`config.mk`:
```
export PLATFORM = sky130hd
export DESIGN_NAME = int_alu
export DESIGN_NICKNAME = d
export VERILOG_FILES = /design/src/rv_types_pkg.sv /design/src/rv_isa_pkg.sv /design/src/int_alu.sv
export VERILOG_INCLUDE_DIRS = /design/src /design/src/src
export SDC_FILE = /design/constraint.sdc
export NUM_CORES = 1
export LEC_CHECK = 0
export BUFFER_PORTS_ARGS = -buffer_cell sky130_fd_sc_hd__buf_4
export CORE_UTILIZATION = 25
export DETAILED_ROUTE_END_ITERATION = 7
export SLEW_MARGIN = 25
export SYNTH_ARGS = -nofsm -noshare
export SYNTH_HDL_FRONTEND = slang
export SYNTH_SLANG_ARGS = --single-unit
export TNS_END_PERCENT = 5
```
`constraint.sdc`:
```
create_clock -name clk -period 6.4 [get_ports clk]
set_clock_uncertainty 0.15 [all_clocks]
set_input_delay 0.96 -clock clk [delete_from_list [all_inputs] [get_ports clk]]
set_output_delay 0.96 -clock clk [all_outputs]
set_load 0.005 [all_outputs]
```
`src/rv_consts.svh`:
```
// global widths and reset values of the rv64i execute slice
`ifndef RV_CONSTS_SVH
`define RV_CONSTS_SVH

// integer register width
`define RV_XLEN 64

// number of general purpose registers, x0 included
`define RV_REG_COUNT 32

// instruction word width, no compressed encodings
`define RV_ILEN 32

// value held in the write-back data register out of reset
`define RV_WB_RESET_DATA {`RV_XLEN{1'b0}}

// field positions shared by every major opcode
`define RV_OPC_LSB 0
`define RV_RD_LSB 7
`define RV_RS1_LSB 15
`define RV_RS2_LSB 20

`endif

```
`src/rv_types_pkg.sv`:
```
// data width types shared by decoder, register file and alu
`default_nettype none

`include "rv_consts.svh"

package rv_types_pkg;

	// register contents and alu results
	typedef logic [`RV_XLEN-1:0] xlen_t;

	// register index, wide enough for every gpr
	typedef logic [$clog2(`RV_REG_COUNT)-1:0] reg_addr_t;

	// raw instruction word from upstream
	typedef logic [`RV_ILEN-1:0] instr_t;

	// shift amount, rv64 shifts use six bits
	typedef logic [$clog2(`RV_XLEN)-1:0] shamt_t;

endpackage

`default_nettype wire

```
`src/rv_isa_pkg.sv`:
```
// rv64i opcode, funct field and internal alu operation encodings
`default_nettype none

package rv_isa_pkg;

	// major opcode, bits 6:0
	typedef logic [6:0] opcode_t;
	localparam opcode_t OPC_OP     = 7'b0110011;
	localparam opcode_t OPC_OP_IMM = 7'b0010011;
	localparam opcode_t OPC_LUI    = 7'b0110111;

	// funct3 groups, bits 14:12
	typedef logic [2:0] funct3_t;
	localparam funct3_t F3_ADD_SUB = 3'b000;
	localparam funct3_t F3_SLL     = 3'b001;
	localparam funct3_t F3_SLT     = 3'b010;
	localparam funct3_t F3_SLTU    = 3'b011;
	localparam funct3_t F3_XOR     = 3'b100;
	localparam funct3_t F3_SR      = 3'b101;
	localparam funct3_t F3_OR      = 3'b110;
	localparam funct3_t F3_AND     = 3'b111;

	// funct7 for register-register ops, bits 31:25
	typedef logic [6:0] funct7_t;
	localparam funct7_t F7_BASE = 7'b0000000;
	// sub and sra
	localparam funct7_t F7_ALT  = 7'b0100000;

	// upper funct6 of rv64 shift immediates, bits 31:26
	typedef logic [5:0] funct6_t;
	localparam funct6_t F6_BASE = 6'b000000;
	localparam funct6_t F6_SRAI = 6'b010000;

	// alu operation selected by the decoder
	typedef logic [3:0] alu_op_t;
	localparam alu_op_t ALU_ADD    = 4'd0;
	localparam alu_op_t ALU_SUB    = 4'd1;
	localparam alu_op_t ALU_SLL    = 4'd2;
	localparam alu_op_t ALU_SLT    = 4'd3;
	localparam alu_op_t ALU_SLTU   = 4'd4;
	localparam alu_op_t ALU_XOR    = 4'd5;
	localparam alu_op_t ALU_SRL    = 4'd6;
	localparam alu_op_t ALU_SRA    = 4'd7;
	localparam alu_op_t ALU_OR     = 4'd8;
	localparam alu_op_t ALU_AND    = 4'd9;
	// lui, operand b straight through
	localparam alu_op_t ALU_PASS_B = 4'd10;

endpackage

`default_nettype wire

```
`src/int_alu.sv`:
```
// integer alu with registered write-back stage, one cycle from operands to pulse
`timescale 1ns/1ps
`default_nettype none

`include "rv_consts.svh"

module int_alu (
	input  logic                    clk,
	input  logic                    reset,
	input  logic                    op_valid,
	input  logic                    op_illegal,
	input  rv_isa_pkg::alu_op_t     alu_op,
	input  rv_types_pkg::xlen_t     rs1_data,
	input  rv_types_pkg::xlen_t     rs2_data,
	input  rv_types_pkg::xlen_t     imm,
	input  logic                    use_imm,
	input  rv_types_pkg::reg_addr_t rd_addr,
	output logic                    wb_valid,
	output rv_types_pkg::reg_addr_t wb_rd,
	output rv_types_pkg::xlen_t     wb_data,
	output logic                    illegal
);

	import rv_types_pkg::*;
	import rv_isa_pkg::*;

	xlen_t  op_a;
	xlen_t  op_b;
	shamt_t shamt;
	xlen_t  result;

	assign op_a = rs1_data;
	// immediate for op-imm and lui, rs2 otherwise
	assign op_b = use_imm ? imm : rs2_data;
	// only the low six bits shift on rv64
	assign shamt = op_b[$bits(shamt_t)-1:0];

	always_comb begin
		result = '0;
		case (alu_op)
			ALU_ADD:    result = op_a + op_b;
			ALU_SUB:    result = op_a - op_b;
			ALU_SLL:    result = op_a << shamt;
			ALU_SLT:    result[0] = ($signed(op_a) < $signed(op_b));
			ALU_SLTU:   result[0] = (op_a < op_b);
			ALU_XOR:    result = op_a ^ op_b;
			ALU_SRL:    result = op_a >> shamt;
			ALU_SRA:    result = $signed(op_a) >>> shamt;
			ALU_OR:     result = op_a | op_b;
			ALU_AND:    result = op_a & op_b;
			ALU_PASS_B: result = op_b;
			default:    result = '0;
		endcase
	end

	// write-back stage, pulses drop without a new word
	always_ff @(posedge clk) begin
		if (reset) begin
			wb_valid <= 1'b0;
			illegal  <= 1'b0;
			wb_rd    <= '0;
			wb_data  <= `RV_WB_RESET_DATA;
		end else begin
			wb_valid <= op_valid;
			illegal  <= op_illegal;
			if (op_valid) begin
				wb_rd   <= rd_addr;
				wb_data <= result;
			end
		end
	end

	assert property (@(posedge clk) disable iff (reset) !(wb_valid && illegal));

endmodule

`default_nettype wire

```
==> report_table.html <==
<table>
<tr><th>Metric</th><th>Value</th></tr>
<tr><th colspan="2">Timing</th></tr>
<tr><td>Slew at the pin closest to its max-slew limit</td><td>approximately 1100 ps</td></tr>
<tr><td>Maximum frequency from static timing analysis</td><td>0.170 GHz</td></tr>
<tr><td>Final worst-path cycle share</td><td>between 90% and 100%</td></tr>
<tr><td>Final total negative setup slack</td><td>0 ps</td></tr>
<tr><td>Setup violators final</td><td>0</td></tr>
<tr><td>Time the worst path needs with I/O delays and setup</td><td>about 5900 ps</td></tr>
<tr><td>Final count of pins violating max slew</td><td>0</td></tr>
<tr><td>Unrepaired setup endpoints after global routing</td><td>no</td></tr>
<tr><td>Hold Violations, Final</td><td>0</td></tr>
<tr><td>Max-slew headroom at the worst pin</td><td>26.3%</td></tr>
<tr><th colspan="2">Clock tree</th></tr>
<tr><td>Clock transition at the registers of the reported paths</td><td>~70 ps</td></tr>
<tr><td>Cts bufs inserted</td><td>9</td></tr>
<tr><td>Number of hold buffers added after CTS</td><td>0</td></tr>
<tr><td># resized after CTS</td><td>0</td></tr>
<tr><td>Clock tree buffer depth</td><td>2</td></tr>
<tr><td>Clk Latency, worst-skew pair</td><td>between 400 and 500 ps</td></tr>
<tr><td>CTS HTree Levels</td><td>3</td></tr>
<tr><td>CTS tree</td><td>done</td></tr>
<tr><td>CTS root buf</td><td>clkbuf_16</td></tr>
<tr><td>Clock tree sinks</td><td>71</td></tr>
<tr><td>Buffers inserted during post-CTS setup optimization</td><td>0</td></tr>
<tr><th colspan="2">Flow run</th></tr>
<tr><td>Number of max-cap violations</td><td>0</td></tr>
<tr><th colspan="2">Finish</th></tr>
<tr><td>Share of final-layout standard cells stronger than drive strength 1</td><td>between 15 and 20%</td></tr>
<tr><td>Fill cell count</td><td>10187</td></tr>
<tr><td>Final standard cell count with taps included and fillers excluded</td><td>4830</td></tr>
<tr><td>Synth-to-Final Area Change</td><td>17.6%</td></tr>
<tr><td>Final-stage net count</td><td>3981</td></tr>
<tr><th colspan="2">Placement</th></tr>
<tr><td>Port buffer count</td><td>roughly 280</td></tr>
<tr><td>Gpl congestion</td><td>~1.1</td></tr>
<tr><td>Number of placed instances with taps included</td><td>slightly below 5000</td></tr>
<tr><td>Post-detail-place hpwl</td><td>roughly 130000 um</td></tr>
<tr><th colspan="2">Yosys</th></tr>
<tr><td>Sequential share of the synthesized area</td><td>6.10%</td></tr>
<tr><td>Portion of synthesized cell area occupied by the leading cell type</td><td>13.7%</td></tr>
<tr><td>Leading cell type by number of instances after synthesis</td><td>nand2_1</td></tr>
<tr><td>Cell type with the largest total area after synthesis</td><td>mux2i_1</td></tr>
<tr><td>Synth top cells by count</td><td>nand2_1 (400), a21oi_1 (326), mux2i_1 (320)</td></tr>
<tr><td>Post-synthesis net count</td><td>3815</td></tr>
<tr><td>Post-synth EDFFs</td><td>0</td></tr>
<tr><td>Syn avg cell area</td><td>between 6 and 7 um2</td></tr>
<tr><td>Count of mapped cells out of synthesis</td><td>3414</td></tr>
<tr><td>Async SR Flop Fraction</td><td>0%</td></tr>
<tr><td>Synth Cell Area</td><td>approximately 23000 um2</td></tr>
<tr><td>Number of distinct library cell variants in the gate-level netlist after synthesis</td><td>99</td></tr>
<tr><td>Biggest area contributors in the synthesized netlist</td><td>mux2i_1 (14%), ha_1 (10%), a21oi_1 (7.0%), nand2_1 (6.4%), dfxtp_1 (6.1%)</td></tr>
<tr><td>Primary FF master, synth</td><td>dfxtp_1</td></tr>
<tr><td>Synth warn</td><td>0</td></tr>
<tr><td>Flop and latch count out of synthesis</td><td>71</td></tr>
<tr><th colspan="2">GRT</th></tr>
<tr><td>Number of antenna violations at the first check in global routing</td><td>9</td></tr>
<tr><td>Met1 Usage GRT</td><td>between 40% and 50%</td></tr>
<tr><td>Sum of overflow across all layers after global routing</td><td>0</td></tr>
<tr><td>Total routing resource utilization after global routing</td><td>33.1%</td></tr>
<tr><td>First-pass GRT wire length</td><td>between 200000 and 250000 um</td></tr>
<tr><td>Routing usage on met2</td><td>between 40 and 50%</td></tr>
<tr><td>Largest net degree at the start of global routing</td><td>around 90</td></tr>
<tr><td>Most Crowded Layer GR</td><td>met2</td></tr>
<tr><td>Met3 capacity usage during global routing</td><td>7.32%</td></tr>
<tr><td>Number of global-route vias before repair</td><td>28451</td></tr>
<tr><th colspan="2">Pwr</th></tr>
<tr><td>Net switching fraction of the power</td><td>about 58%</td></tr>
<tr><td>Clock network fraction of design power</td><td>15.1%</td></tr>
<tr><td>Worst supply voltage drop on vdd</td><td>0.112 mV</td></tr>
<tr><td>Sequential fraction of design power</td><td>around 11%</td></tr>
<tr><td>Switching power of the nets</td><td>between 2 and 3 mW</td></tr>
<tr><td>Power per unit of standard cell area</td><td>approximately 160 nW/um2</td></tr>
<tr><td>Static leakage power</td><td>roughly 12 nW</td></tr>
<tr><td>Overall power after layout</td><td>4.40 mW</td></tr>
<tr><td>Power share of the combinational group</td><td>73.8%</td></tr>
<tr><td>Internal Power</td><td>between 1.5 and 2 mW</td></tr>
<tr><th colspan="2">Setup path</th></tr>
<tr><td>Worst path required time</td><td>6540 ps</td></tr>
<tr><td>CP arrival</td><td>6010 ps</td></tr>
<tr><td>Critical Path End Type</td><td>flop</td></tr>
<tr><td>Largest fanout of any net on the critical path</td><td>26</td></tr>
<tr><td>CP Launch Type</td><td>primary input</td></tr>
<tr><td>CP Class</td><td>primary input to flop</td></tr>
<tr><td>Depth of the most critical reg-to-reg path</td><td>8</td></tr>
<tr><th colspan="2">Route</th></tr>
<tr><td>Vias per cell</td><td>6.36</td></tr>
<tr><td>Starting DRC count in detailed routing</td><td>around 5000</td></tr>
<tr><td>Total wirelength of the detailed-routed design</td><td>roughly 160000 um</td></tr>
<tr><td>TritonRoute pass-1 iters</td><td>8</td></tr>
<tr><td>Post-route antenna net violation count</td><td>0</td></tr>
<tr><td>Total via count after detailed routing</td><td>between 30000 and 40000</td></tr>
<tr><td>WL/cell</td><td>between 30 and 40 um</td></tr>
<tr><td>Post-route DRC violation count</td><td>0</td></tr>
<tr><th colspan="2">Hold path</th></tr>
<tr><td>Class of the worst hold path</td><td>flop to flop</td></tr>
<tr><td>Hold Crit Depth</td><td>2</td></tr>
<tr><th colspan="2">Floorplan</th></tr>
<tr><td>Count of standard-cell rows</td><td>about 110</td></tr>
<tr><td>Placeable Area</td><td>between 90000 and 100000 um2</td></tr>
<tr><td>Die span in y</td><td>between 300 and 400 um</td></tr>
<tr><td>Total die area</td><td>~94000 um2</td></tr>
<tr><td>Die outline width</td><td>just over 300 um</td></tr>
<tr><td>Initial core utilization</td><td>about a quarter</td></tr>
<tr><td>Io pins</td><td>approximately 280</td></tr>
<tr><th colspan="2">Run status</th></tr>
<tr><td>Outcome</td><td>complete, no violations</td></tr>
</table>
==> through the flow <==
stage	util, %	cell area [um2]	setup slack (ps)	hold slack (ps)
after floorplan	-	23300	787	289
after global placement	29.4	27100	322	285
after detailed placement	29.4	27100	275	287
after CTS	29.8	27400	667	302
after global routing	29.8	27400	330	325
final	29.8	27400	528	304
==> final cells by class <==
class / instances / area (um2) / area share, %
antenna: 2 / 5.00 / 0.0183
sequential: 71 / 1420 / 5.19
tap: 1243 / 1560 / 5.67
multi-input combinational: 2861 / 20000 / 73.0
inverter: 204 / 781 / 2.85
clock inverter: 6 / 93.8 / 0.342
clock buffer: 10 / 239 / 0.872
timing repair buffer: 433 / 3310 / 12.1
==> flip-flops by register name, summed over array words and instances (netlist names) <==
register,flops
illegal,1
wb_data,64
wb_rd,5
wb_valid,1
==> routing by layer <==
metal | vias up | wire [um]
met5 | - | 13
met4 | 2 | 9380
met2 | 2177 | 67400
met3 | 341 | 19300
li1 | 13130 | -
met1 | 15089 | 66900
==> critical path, stage by stage <==
cell,delay (ps)
buf_4,170
buf_12,270
mux2_2,390
inv_1,100
ha_1,450
nor2b_1,130
nor4_1,690
a2bb2oi_1,260
a41oi_1,500
a2111oi_0,150
buf_4,200
nor3_1,550
o21ai_0,350
and3_1,270
o21ai_0,170
o211ai_1,120
a22o_1,220
==> power groups by stage <==
stage | Clock, mW | Sequential (mW) | Combinational, mW
2_1_floorplan | 0 | 0.488 | 1.79
3_3_place_gp | 0 | 0.496 | 3.11
3_5_place_dp | 0 | 0.496 | 3.08
4_1_cts | 0.669 | 0.486 | 3.10
5_1_grt | 0.673 | 0.488 | 3.35
6_report | 0.665 | 0.487 | 3.25
==> final timing paths <==
path,startpoint,endpoint,slack [ps]
max,use_imm,wb_data[51]$_SDFFE_PP0P_,530
min,wb_data[4]$_SDFFE_PP0P_,wb_data[4]$_SDFFE_PP0P_,300
max reg2reg,wb_data[57]$_SDFFE_PP0P_,wb_data[57]$_SDFFE_PP0P_,3730
min reg2reg,wb_data[4]$_SDFFE_PP0P_,wb_data[4]$_SDFFE_PP0P_,300
==> cells by family (layout without fill, tap and decap cells) <==
kind of cell,count (synthesis),in the layout,share of synthesized area (%)
AND/OR/NAND/NOR,978,978,18.7
AO/OA/AOI/OAI,1264,1264,36.2
buffers and inverters,482,653,8.76
XOR/XNOR,27,27,1.01
flip-flops,71,71,6.10
other,0,2,0
multiplexers,397,397,18.7
adder cells (fa/ha/maj),195,195,10.5
==> cells in the final DEF, fill, tap and decap left out, types with 36 or more instances in the layout <==
master    count
nor2_1      276
o211ai_1     67
nor3_1       46
nand3_1      68
nand2_1     398
dfxtp_1      71
o21bai_1     40
o22ai_1      51
ha_1        193
a21o_1       36
a211oi_1     81
mux2i_1     317
a21oi_1     326
inv_1       196
o21ai_0     225
mux2_2       49
buf_4       428
a31oi_1      46
a221oi_1     73
Power figures use the tool's default switching activity.
