### config.mk
export PLATFORM = sky130hd
export DESIGN_NAME = instr_decoder
export DESIGN_NICKNAME = d
export VERILOG_FILES = /design/src/rv_types_pkg.sv /design/src/rv_isa_pkg.sv /design/src/instr_decoder.sv
export VERILOG_INCLUDE_DIRS = /design/src /design/src/src
export SDC_FILE = /design/constraint.sdc
export NUM_CORES = 1
export LEC_CHECK = 0
export ABC_AREA = 1
export BUFFER_PORTS_ARGS = -buffer_cell sky130_fd_sc_hd__buf_2
export CAP_MARGIN = 5
export CORE_AREA = 2 2 56 58
export DETAILED_ROUTE_END_ITERATION = 12
export DIE_AREA = 0 0 58 60
export PLACE_DENSITY = 0.79
export SETUP_SLACK_MARGIN = 0.3
export SLEW_MARGIN = 20
export SYNTH_ARGS = -nofsm -noshare
export SYNTH_HDL_FRONTEND = slang
export SYNTH_SLANG_ARGS = --single-unit
export TNS_END_PERCENT = 20
### constraint.sdc
create_clock -name vclk -period 1.3
set_clock_uncertainty 0.2 [all_clocks]
set_input_delay 0.065 -clock vclk [all_inputs]
set_output_delay 0.065 -clock vclk [all_outputs]
set_load 0.05 [all_outputs]
### src/rv_consts.svh
// global widths and reset values of the rv64i execute slice
`ifndef RV_CONSTS_SVH
`define RV_CONSTS_SVH

// integer register width
`define RV_XLEN 64

// number of general purpose registers, x0 included
`define RV_REG_COUNT 32

// instruction word width, no compressed encodings
`define RV_ILEN 32

// value held in the write-back data register out of reset
`define RV_WB_RESET_DATA {`RV_XLEN{1'b0}}

// field positions shared by every major opcode
`define RV_OPC_LSB 0
`define RV_RD_LSB 7
`define RV_RS1_LSB 15
`define RV_RS2_LSB 20

`endif

### src/rv_types_pkg.sv
// data width types shared by decoder, register file and alu
`default_nettype none

`include "rv_consts.svh"

package rv_types_pkg;

	// register contents and alu results
	typedef logic [`RV_XLEN-1:0] xlen_t;

	// register index, wide enough for every gpr
	typedef logic [$clog2(`RV_REG_COUNT)-1:0] reg_addr_t;

	// raw instruction word from upstream
	typedef logic [`RV_ILEN-1:0] instr_t;

	// shift amount, rv64 shifts use six bits
	typedef logic [$clog2(`RV_XLEN)-1:0] shamt_t;

endpackage

`default_nettype wire

### src/rv_isa_pkg.sv
// rv64i opcode, funct field and internal alu operation encodings
`default_nettype none

package rv_isa_pkg;

	// major opcode, bits 6:0
	typedef logic [6:0] opcode_t;
	localparam opcode_t OPC_OP     = 7'b0110011;
	localparam opcode_t OPC_OP_IMM = 7'b0010011;
	localparam opcode_t OPC_LUI    = 7'b0110111;

	// funct3 groups, bits 14:12
	typedef logic [2:0] funct3_t;
	localparam funct3_t F3_ADD_SUB = 3'b000;
	localparam funct3_t F3_SLL     = 3'b001;
	localparam funct3_t F3_SLT     = 3'b010;
	localparam funct3_t F3_SLTU    = 3'b011;
	localparam funct3_t F3_XOR     = 3'b100;
	localparam funct3_t F3_SR      = 3'b101;
	localparam funct3_t F3_OR      = 3'b110;
	localparam funct3_t F3_AND     = 3'b111;

	// funct7 for register-register ops, bits 31:25
	typedef logic [6:0] funct7_t;
	localparam funct7_t F7_BASE = 7'b0000000;
	// sub and sra
	localparam funct7_t F7_ALT  = 7'b0100000;

	// upper funct6 of rv64 shift immediates, bits 31:26
	typedef logic [5:0] funct6_t;
	localparam funct6_t F6_BASE = 6'b000000;
	localparam funct6_t F6_SRAI = 6'b010000;

	// alu operation selected by the decoder
	typedef logic [3:0] alu_op_t;
	localparam alu_op_t ALU_ADD    = 4'd0;
	localparam alu_op_t ALU_SUB    = 4'd1;
	localparam alu_op_t ALU_SLL    = 4'd2;
	localparam alu_op_t ALU_SLT    = 4'd3;
	localparam alu_op_t ALU_SLTU   = 4'd4;
	localparam alu_op_t ALU_XOR    = 4'd5;
	localparam alu_op_t ALU_SRL    = 4'd6;
	localparam alu_op_t ALU_SRA    = 4'd7;
	localparam alu_op_t ALU_OR     = 4'd8;
	localparam alu_op_t ALU_AND    = 4'd9;
	// lui, operand b straight through
	localparam alu_op_t ALU_PASS_B = 4'd10;

endpackage

`default_nettype wire

### src/instr_decoder.sv
// instruction decoder, splits an rv64i word into operands, immediate and alu operation
`timescale 1ns/1ps
`default_nettype none

`include "rv_consts.svh"

module instr_decoder (
	input  rv_types_pkg::instr_t    instr,
	input  logic                    instr_valid,
	output rv_types_pkg::reg_addr_t rs1_addr,
	output rv_types_pkg::reg_addr_t rs2_addr,
	output rv_types_pkg::reg_addr_t rd_addr,
	output logic                    rs1_en,
	output logic                    rs2_en,
	output logic                    use_imm,
	output logic                    op_valid,
	output logic                    op_illegal,
	output rv_isa_pkg::alu_op_t     alu_op,
	output rv_types_pkg::xlen_t     imm
);

	import rv_types_pkg::*;
	import rv_isa_pkg::*;

	opcode_t opcode;
	funct3_t funct3;
	funct7_t funct7;
	funct6_t funct6;
	logic    is_op;
	logic    is_op_imm;
	logic    is_lui;
	logic    base_ok;
	logic    legal;
	xlen_t   i_imm;
	xlen_t   u_imm;

	// fixed field positions
	assign opcode   = instr[`RV_OPC_LSB +: 7];
	assign rd_addr  = instr[`RV_RD_LSB +: $bits(reg_addr_t)];
	assign rs1_addr = instr[`RV_RS1_LSB +: $bits(reg_addr_t)];
	assign rs2_addr = instr[`RV_RS2_LSB +: $bits(reg_addr_t)];
	assign funct3   = instr[14:12];
	assign funct7   = instr[31:25];
	assign funct6   = instr[31:26];

	assign is_op     = (opcode == OPC_OP);
	assign is_op_imm = (opcode == OPC_OP_IMM);
	assign is_lui    = (opcode == OPC_LUI);

	// i-type sign extended, u-type placed at bit 12
	assign i_imm = {{(`RV_XLEN-12){instr[31]}}, instr[31:20]};
	assign u_imm = {{(`RV_XLEN-32){instr[31]}}, instr[31:12], 12'b0};

	assign rs1_en  = is_op | is_op_imm;
	assign rs2_en  = is_op;
	assign use_imm = is_op_imm | is_lui;
	assign imm     = is_lui ? u_imm : i_imm;

	// funct7 only matters for register-register ops
	assign base_ok = is_op_imm || (funct7 == F7_BASE);

	always_comb begin
		alu_op = ALU_ADD;
		legal  = 1'b0;
		if (is_lui) begin
			alu_op = ALU_PASS_B;
			legal  = 1'b1;
		end else if (is_op || is_op_imm) begin
			case (funct3)
				F3_ADD_SUB: begin
					// no subi, funct7 alt only selects sub on op
					alu_op = (is_op && funct7 == F7_ALT) ? ALU_SUB : ALU_ADD;
					legal  = base_ok || (funct7 == F7_ALT);
				end
				F3_SLL: begin
					alu_op = ALU_SLL;
					legal  = is_op ? (funct7 == F7_BASE) : (funct6 == F6_BASE);
				end
				F3_SLT: begin
					alu_op = ALU_SLT;
					legal  = base_ok;
				end
				F3_SLTU: begin
					alu_op = ALU_SLTU;
					legal  = base_ok;
				end
				F3_XOR: begin
					alu_op = ALU_XOR;
					legal  = base_ok;
				end
				F3_SR: begin
					// srl/sra from funct7, srli/srai from the upper six bits
					if (is_op) begin
						alu_op = (funct7 == F7_ALT) ? ALU_SRA : ALU_SRL;
						legal  = (funct7 == F7_BASE) || (funct7 == F7_ALT);
					end else begin
						alu_op = (funct6 == F6_SRAI) ? ALU_SRA : ALU_SRL;
						legal  = (funct6 == F6_BASE) || (funct6 == F6_SRAI);
					end
				end
				F3_OR: begin
					alu_op = ALU_OR;
					legal  = base_ok;
				end
				F3_AND: begin
					alu_op = ALU_AND;
					legal  = base_ok;
				end
			endcase
		end
	end

	// one of the two strobes per accepted word
	always_comb begin
		op_valid   = instr_valid && legal;
		op_illegal = instr_valid && !legal;
	end

endmodule

`default_nettype wire

==> flow_summary.toml, run 1 <==
[worst_hold_path]
worstHoldStart = "instr[19]"
hold_end = "rs1_addr[4]"
holdPathStages = 2
min-delay-path-class = "in -> out"

[routing]
routedWlPerCell_um = 11.4
detailroute.via_count = 1287
viasPerCell = 4.35
detail_route_antenna_nets = 0
drc = 0
drt_iter0_markers = 13
dr.pass1.iters = 4
drt-total-wl_um = 3370

[worst_setup_path]
timing.critical_path.cells = "buf_8 -> nor2_4 -> nand2_4 -> buf_6 -> nor2_4 -> nand2_1 -> nand2_1 -> nand2_2 -> a21oi_4 -> buf_6"
critical_path.max_stage_delay_ps = 170
setup.worst_path.class = "in -> out"
critical_path_arrival_ps = 1090
crit_path_end_kind = "output pin"
cp_max_fanout = 3
max_stage_delay_cell_worst_path = "sky130_fd_sc_hd__buf_6"
timing.critical_path.required_ps = 1030
startpoint_type = "input port"

[grt]
most_used_layer_global_route = "met2"
grt_pass1_wl_um = 4840
groute.layer.met1.usage_pct = 16.0
grt_use_met3_pct = 1.08
grt_max_degree = 35
globalRouteMet2Util_pct = 39.6
grt-ovfl-total = 0
groute.usage.overall_pct = 17.1
grt_pass1_vias = 1175
grt_antenna_before_repair = 0

[cells_and_area]
flow.area_growth_from_synthesis_pct = 118
post-route-cell-area_um2 = 2030
fillers = 256
mostFrequentLayoutCells = "46 x sky130_fd_sc_hd__buf_2, 46 x sky130_fd_sc_hd__buf_4, 43 x sky130_fd_sc_hd__buf_6"
final_nets = 298
layout-drive-gt1-share_pct = 75.3
multi_input_comb_area_um2 = 658
design.seq.count = 0
n_antenna_cell = 0
area.sequential_um2 = 0
final_core_utilization_pct = 69.8
final.clkbuf_count = 0

[sta]
rsz0062_at_grt = "true"
setup-tns-final_ps = -216
final_hold_viol_count = 0
fin_crit_share_pct = 104
timing.fmax_mhz = 739
finalWorstPathRequiredPeriod_ps = 1350
max_slew_margin_pct = 65.5
postLayoutSetupSlackWorst_ps = -52.6
worst_pin_slew_ps = 517
finalMaxSlewViolations = 0
setup_viol = 15

[place]
instance_area_after_placement_um2 = 1520
hpwl_um = 2420
numPortBuffers = 111
routabilityCongestion = 0.811

[yosys]
synth.area.top_cells = "sky130_fd_sc_hd__buf_4 40%, sky130_fd_sc_hd__nand2_1 14%, sky130_fd_sc_hd__nor2_1 8.9%"
synth_nets = 201
synth_largest_area_cell = "sky130_fd_sc_hd__buf_4"
seq_area_frac_synth_pct = 0
syn_area_per_cell_um2 = 5.54
yosysWarningCount = 0
syn_inst = 168
number_of_distinct_standard_cells_referenced_by_the_synthesized_netlist = 20
synthesis.area_um2 = 931
synth_top_cell_area_share_pct = 40.3

[run]
drv_cap = 0

[die]
horizontal_die_dimension_um = 58
core_region_area_um2 = 2900
dieArea_um2 = 3480
core_rows = 20
start_util_pct = 32.1
ioPinCount = 121
die_height_um = 60

[pwr]
leakagePower_nw = 1.08
power-per-cell-area_nw_per_um2 = 507
vdd.ir_drop.worst_mv = 0.548
report.power.total_mw = 1.03

[run_status]
violations = "setup timing"
status = "complete, but fails checks"
[Yosys cell counts]
cell type,n
sky130_fd_sc_hd__buf_8,1
sky130_fd_sc_hd__nor2_4,1
sky130_fd_sc_hd__inv_2,2
sky130_fd_sc_hd__o31ai_1,2
sky130_fd_sc_hd__buf_6,1
sky130_fd_sc_hd__nand2_1,35
sky130_fd_sc_hd__inv_1,21
sky130_fd_sc_hd__nor3b_2,1
sky130_fd_sc_hd__or2_2,1
sky130_fd_sc_hd__a21oi_2,1
sky130_fd_sc_hd__o21ai_2,5
sky130_fd_sc_hd__buf_2,1
sky130_fd_sc_hd__nand3_1,7
sky130_fd_sc_hd__o21ai_0,11
sky130_fd_sc_hd__nor2_1,22
sky130_fd_sc_hd__buf_4,50
sky130_fd_sc_hd__nand3_2,1
sky130_fd_sc_hd__nand2_2,1
sky130_fd_sc_hd__nor3_1,1
sky130_fd_sc_hd__a21oi_1,3
[how the worst max path moves through the flow]
stage	start	endpoint	slack (ps)	cells after the start
after floorplan	instr[2]	op_valid	-170	7
after global placement	instr[27]	alu_op[0]	-200	7
after detailed placement	instr[27]	alu_op[0]	-200	7
after CTS	instr[6]	alu_op[0]	-60	8
after global routing	instr[3]	alu_op[0]	-140	10
final	instr[3]	alu_op[0]	-50	10
[layout make-up]
type | instances | area share (%)
timing repair buffer | 148 | 61.2
multi-input combinational | 92 | 32.5
inverter | 23 | 4.26
tap | 33 | 2.04
[cell families (layout without fill, tap and decap cells)]
group           Yosys count  count (layout)  synth area share (%)
simple gates             70              70                  32.3
buf+inv                  76             171                  53.0
compound gates           22              22                  14.8
[report_power, final]
part           internal [mW]  total, mW  switching [mW]  leakage [nW]
clock network              0          0               0             0
registers                  0          0               0             0
logic                  0.325       1.03           0.702          1.08
[worst max-delay path, delay by kind of cell]
kind	cells	cell delay, ps
compound gates	1	110
buf+inv	3	390
simple gates	6	520
[per-layer routing]
metal  part of all wire (%)  wire, um
met5                      0         0
met1                     32      1070
met3                    5.8       197
met2                     61      2070
met4                    1.2        42
[timing repair]
item,CTS,global route
gates resized for setup,115,21
pin swaps,3,12
hold buffers,5,0
endpoints found under the hold margin,5,0
setup buffers,2,3
endpoints found under the setup margin,73,56
[per-stage QoR]
stage               std cells  hold WS [ps]  worst slack [ps]
floorplan                 168          97.1              -166
global placement          286         -69.7              -201
detailed placement        286         -69.7              -203
CTS                       293           231             -55.9
global route              296           237              -137
finish                    296           232             -52.6
Note: power is estimated with default switching activity, not from simulation.
==> inputs of run 2 (changes only) <==
SKIP_LAST_GASP = 1   (was not set)
==> run 2 against run 1 <==
The run still ends with setup timing left. Non-clock buffer count up 2. First-iteration DRC count up 38%. Design area down 0.19%. Via count down 0.31%. Highest routed layer unchanged. Combinational power about the same. Setup slack about the same.
==> flow_summary.toml, run 2 (synthesis results as in run 1) <==
[run_status]
violations = "setup timing"
status = "complete, but fails checks"

[cells_and_area]
post-route-cell-area_um2 = 2020
mostFrequentLayoutCells = "80 x sky130_fd_sc_hd__buf_2, 28 x sky130_fd_sc_hd__buf_4, 27 x sky130_fd_sc_hd__nand2_1"
layout-drive-gt1-share_pct = 75.5
final_nets = 300
finalNonFillerCells = 298
design.seq.count = 0
fillers = 252
final_common_cell = "sky130_fd_sc_hd__buf_2"
n_antenna_cell = 0
final.clkbuf_count = 0
flow.area_growth_from_synthesis_pct = 117
multi_input_comb_area_um2 = 709
area.sequential_um2 = 0

[worst_setup_path]
critical_path.startpoint = "instr[0]"
cp_max_fanout = 6
timing.critical_path.required_ps = 1030
critical_path_arrival_ps = 1090
startpoint_type = "input port"
setup.worst_path.class = "in -> out"
crit_path_end_kind = "output pin"

[run]
drv_cap = 0

[pwr]
vdd.ir_drop.worst_mv = 0.595
leakagePower_nw = 1.12
net-switching-power_mw = 0.705
pwr-share-clk_pct = 0
seqPwrFrac_pct = 0
power-per-cell-area_nw_per_um2 = 499
share_comb_of_total_power_pct = 100.0
switching_share_pct = 69.9
report.power.total_mw = 1.01
cell_internal_pwr_mw = 0.303

[sta]
timing.fmax_mhz = 739
max_slew_margin_pct = 65.0
postLayoutSetupSlackWorst_ps = -52.6
finalWorstPathRequiredPeriod_ps = 1350
rsz0062_at_grt = "true"
finalMaxSlewViolations = 0
fin_crit_share_pct = 104
hold_ws_ps = 231
setup_viol = 32
final_hold_viol_count = 0
worst_pin_slew_ps = 523

[worst_hold_path]
worstHoldStart = "instr[15]"
min-delay-path-class = "in -> out"

[die]
die_height_um = 60
core_rows = 20
start_util_pct = 32.1
dieArea_um2 = 3480
horizontal_die_dimension_um = 58
ioPinCount = 121
core_region_area_um2 = 2900

[place]
preCtsSetupSlack_ps = -203
instance_area_after_placement_um2 = 1520
dp.cells = 286
hpwl_um = 2420
numPortBuffers = 111
routabilityCongestion = 0.811

[routing]
dr.pass1.iters = 2
detail_route_antenna_nets = 0
viasPerCell = 4.31
drt-total-wl_um = 3330
detailroute.via_count = 1283
routedWlPerCell_um = 11.2
drt_iter0_markers = 18
drc = 0

[grt]
grt_pass1_vias = 1059
grt_antenna_before_repair = 0
grt-ovfl-total = 0
grt_pass1_wl_um = 4300
groute.usage.overall_pct = 15.1
grt_max_degree = 35
run 2: worst max-delay path: stages:
cell and delay, ps:
sky130_fd_sc_hd__buf_8 70, sky130_fd_sc_hd__nand2_4 50, sky130_fd_sc_hd__nor3b_4 210, sky130_fd_sc_hd__nand2_4 140, sky130_fd_sc_hd__nand2_4 140, sky130_fd_sc_hd__buf_8 150
sky130_fd_sc_hd__o21ai_2 60, sky130_fd_sc_hd__buf_4 180
run 2: final timing paths:
| check | end | slack [ps] | cells past startpoint |
|---|---|---|---|
| hold / removal | rs1_addr[0] | 230 | 2 |
| setup / recovery | imm[28] | -50 | 8 |
run 2: layout make-up:
class | count | area share, %
Tap cell | 33 | 2.04
Inverter | 23 | 4.52
Timing Repair Buffer | 150 | 58.4
Multi-Input combinational cell | 92 | 35.1
run 2: metrics by stage:
step	util, %	TNS [ps]
6_report	69.7	-673
5_1_grt	69.7	-2570
4_1_cts	60.4	-1770
3_5_place_dp	52.3	-4520
3_3_place_gp	52.3	-3420
2_1_floorplan	-	-1130
run 2: routing by layer:
layer  vias up  global-route usage [%]  share of wire, %
li1        663                       -                 -
met1       562                    14.8                32
met2        54                    34.1                60
met3         4                   0.649               6.7
met4         0                    1.99               1.2
met5         -                       0                 0
run 2: power groups by stage:
| stage | logic, mW | registers [mW] | clock network, mW |
|---|---|---|---|
| floorplan | 0.742 | 0 | 0 |
| global placement | 0.833 | 0 | 0 |
| detailed placement | 0.840 | 0 | 0 |
| CTS | 0.944 | 0 | 0 |
| global route | 1.05 | 0 | 0 |
| finish | 1.01 | 0 | 0 |
run 2: timing repair:
item	4_1_cts	5_1_grt
hold buffers	5	0
buffers inserted	2	2
cloned	0	3
pin swaps	3	10
endpoints found under the setup margin	73	78
resized for setup	56	44
endpoints found under the hold margin	5	0
==> inputs of run 3 (changes only) <==
--- a/config.mk
+++ b/config.mk
@@ -15,3 +15,2 @@
 export PLACE_DENSITY = 0.79
-export SETUP_SLACK_MARGIN = 0.3
 export SKIP_LAST_GASP = 1
--- a/constraint.sdc
+++ b/constraint.sdc
@@ -4,2 +4,2 @@
 set_output_delay 0.065 -clock vclk [all_outputs]
-set_load 0.05 [all_outputs]
+set_load 0.01 [all_outputs]
==> run 3 against run 2 <==
The run now ends clean. Fmax rose by 5.5%. Largest cell class unchanged. First-iteration DRC count rose by 56%. Final cell count fell by 4.7%. Largest power group unchanged.
==> flow_summary.toml, run 3 (synthesis results as in run 1) <==
[cells_and_area]
area.sequential_um2 = 0
flow.area_growth_from_synthesis_pct = 62.1
final_nets = 286
multi_input_comb_area_um2 = 529
fillers = 308
n_antenna_cell = 0
layout-drive-gt1-share_pct = 65.7
final.clkbuf_count = 0
final_core_utilization_pct = 52.0
finalNonFillerCells = 284
final_common_cell = "sky130_fd_sc_hd__buf_2"
mostFrequentLayoutCells = "106 x sky130_fd_sc_hd__buf_2, 30 x sky130_fd_sc_hd__nand2_1, 18 x sky130_fd_sc_hd__inv_1"
design.seq.count = 0

[routing]
viasPerCell = 4.35
detail_route_antenna_nets = 0
detailroute.via_count = 1234
drt_iter0_markers = 28
drt-total-wl_um = 3000
dr.pass1.iters = 6
routedWlPerCell_um = 10.6
drc = 0

[grt]
grt_antenna_before_repair = 0
grt_max_degree = 20
grt_use_met3_pct = 0
grt_pass1_wl_um = 4060
groute.usage.overall_pct = 14.2
most_used_layer_global_route = "met2"
groute.layer.met1.usage_pct = 16.7
grt-ovfl-total = 0
globalRouteMet2Util_pct = 29.5
grt_pass1_vias = 941

[sta]
rsz0062_at_grt = "true"
finalMaxSlewViolations = 0
timing.fmax_mhz = 780
worst_pin_slew_ps = 189
max_slew_margin_pct = 87.3
final_hold_viol_count = 0
setup-tns-final_ps = 0
setup_viol = 0
finalWorstPathRequiredPeriod_ps = 1280
fin_crit_share_pct = 98.7

[worst_setup_path]
timing.critical_path.required_ps = 1030
critical-path-top-cell-by-count = "sky130_fd_sc_hd__nand2_2"
setup.worst_path.class = "in -> out"
critical-path-top-delay-family = "simple AND/OR/NAND/NOR gates"
critical_path_arrival_ps = 1020
cp_max_fanout = 10
max_stage_delay_cell_worst_path = "sky130_fd_sc_hd__or2_2"
timing.critical_path.cells = "buf_4 -> buf_6 -> or2_2 -> nand2_2 -> nand2_2 -> a21oi_2 -> buf_2"
startpoint_type = "input port"
critical_path.max_stage_delay_ps = 280
worst-path-buf-inv = 3
critical_path.startpoint = "instr[31]"
crit_path_end_kind = "output pin"

[pwr]
seqPwrFrac_pct = 0
net-switching-power_mw = 0.249
switching_share_pct = 53.9
cell_internal_pwr_mw = 0.213
share_comb_of_total_power_pct = 100.0
vdd.ir_drop.worst_mv = 0.237
pwr-share-clk_pct = 0
power-per-cell-area_nw_per_um2 = 306
leakagePower_nw = 0.925

[worst_hold_path]
holdPathStages = 2
hold_end = "rs1_addr[1]"
min-delay-path-class = "in -> out"
worstHoldStart = "instr[16]"

[die]
dieArea_um2 = 3480
die_height_um = 60
start_util_pct = 32.1
core_region_area_um2 = 2900
ioPinCount = 121
core_rows = 20
horizontal_die_dimension_um = 58

[place]
hpwl_um = 2300
dp.cells = 275
routabilityCongestion = 0.826
numPortBuffers = 111

[run_status]
status = "complete, no violations"

[run]
drv_cap = 0
-- run 3: worst max-delay path by stage --
stage / end / slack [ps] / cells past startpoint
4_1_cts: alu_op[0] / -40 / 9
6_report: op_valid / 20 / 7
5_1_grt: imm[24] / -80 / 8
2_1_floorplan: alu_op[0] / 140 / 8
3_3_place_gp: alu_op[0] / -30 / 7
3_5_place_dp: alu_op[0] / -90 / 7
-- run 3: layer usage --
| layer | part of all wire, % | wire [um] | vias to the layer above |
|---|---|---|---|
| li1 | - | - | 635 |
| met1 | 38 | 1130 | 526 |
| met2 | 54 | 1610 | 71 |
| met3 | 7.9 | 236 | 2 |
| met4 | 0.53 | 16 | 0 |
| met5 | 0 | 0 | - |
-- run 3: power groups by stage --
stage	clock [mW]	combinational, mW	sequential [mW]
final	0	0.461	0
after global placement	0	0.384	0
after floorplan	0	0.278	0
after detailed placement	0	0.389	0
after global routing	0	0.504	0
after CTS	0	0.411	0
-- run 3: timing repair --
item,in CTS,in global routing
pin swaps,1,13
buffers inserted,1,2
endpoints found under the setup margin,11,34
gates cloned,0,1
hold buffers,5,0
endpoints found under the hold margin,5,0
gates resized for setup,4,45
-- run 3: stage by stage --
step | power [mW] | worst slack (ps) | instance area [um2] | hold WS, ps
after floorplan | 0.278 | 139 | 931 | 21.8
after global placement | 0.384 | -31.3 | 1280 | -69.9
after detailed placement | 0.389 | -88.3 | 1280 | -69.9
after CTS | 0.411 | -36.3 | 1350 | 128
after global routing | 0.504 | -81.3 | 1510 | 137
final | 0.461 | 17.5 | 1510 | 127
-- run 3: final cells by class --
class / count / share of cell area [%]
inverters: 23 / 5.89
repair buffers: 136 / 56.3
well taps: 33 / 2.74
multi-input cells: 92 / 35.1
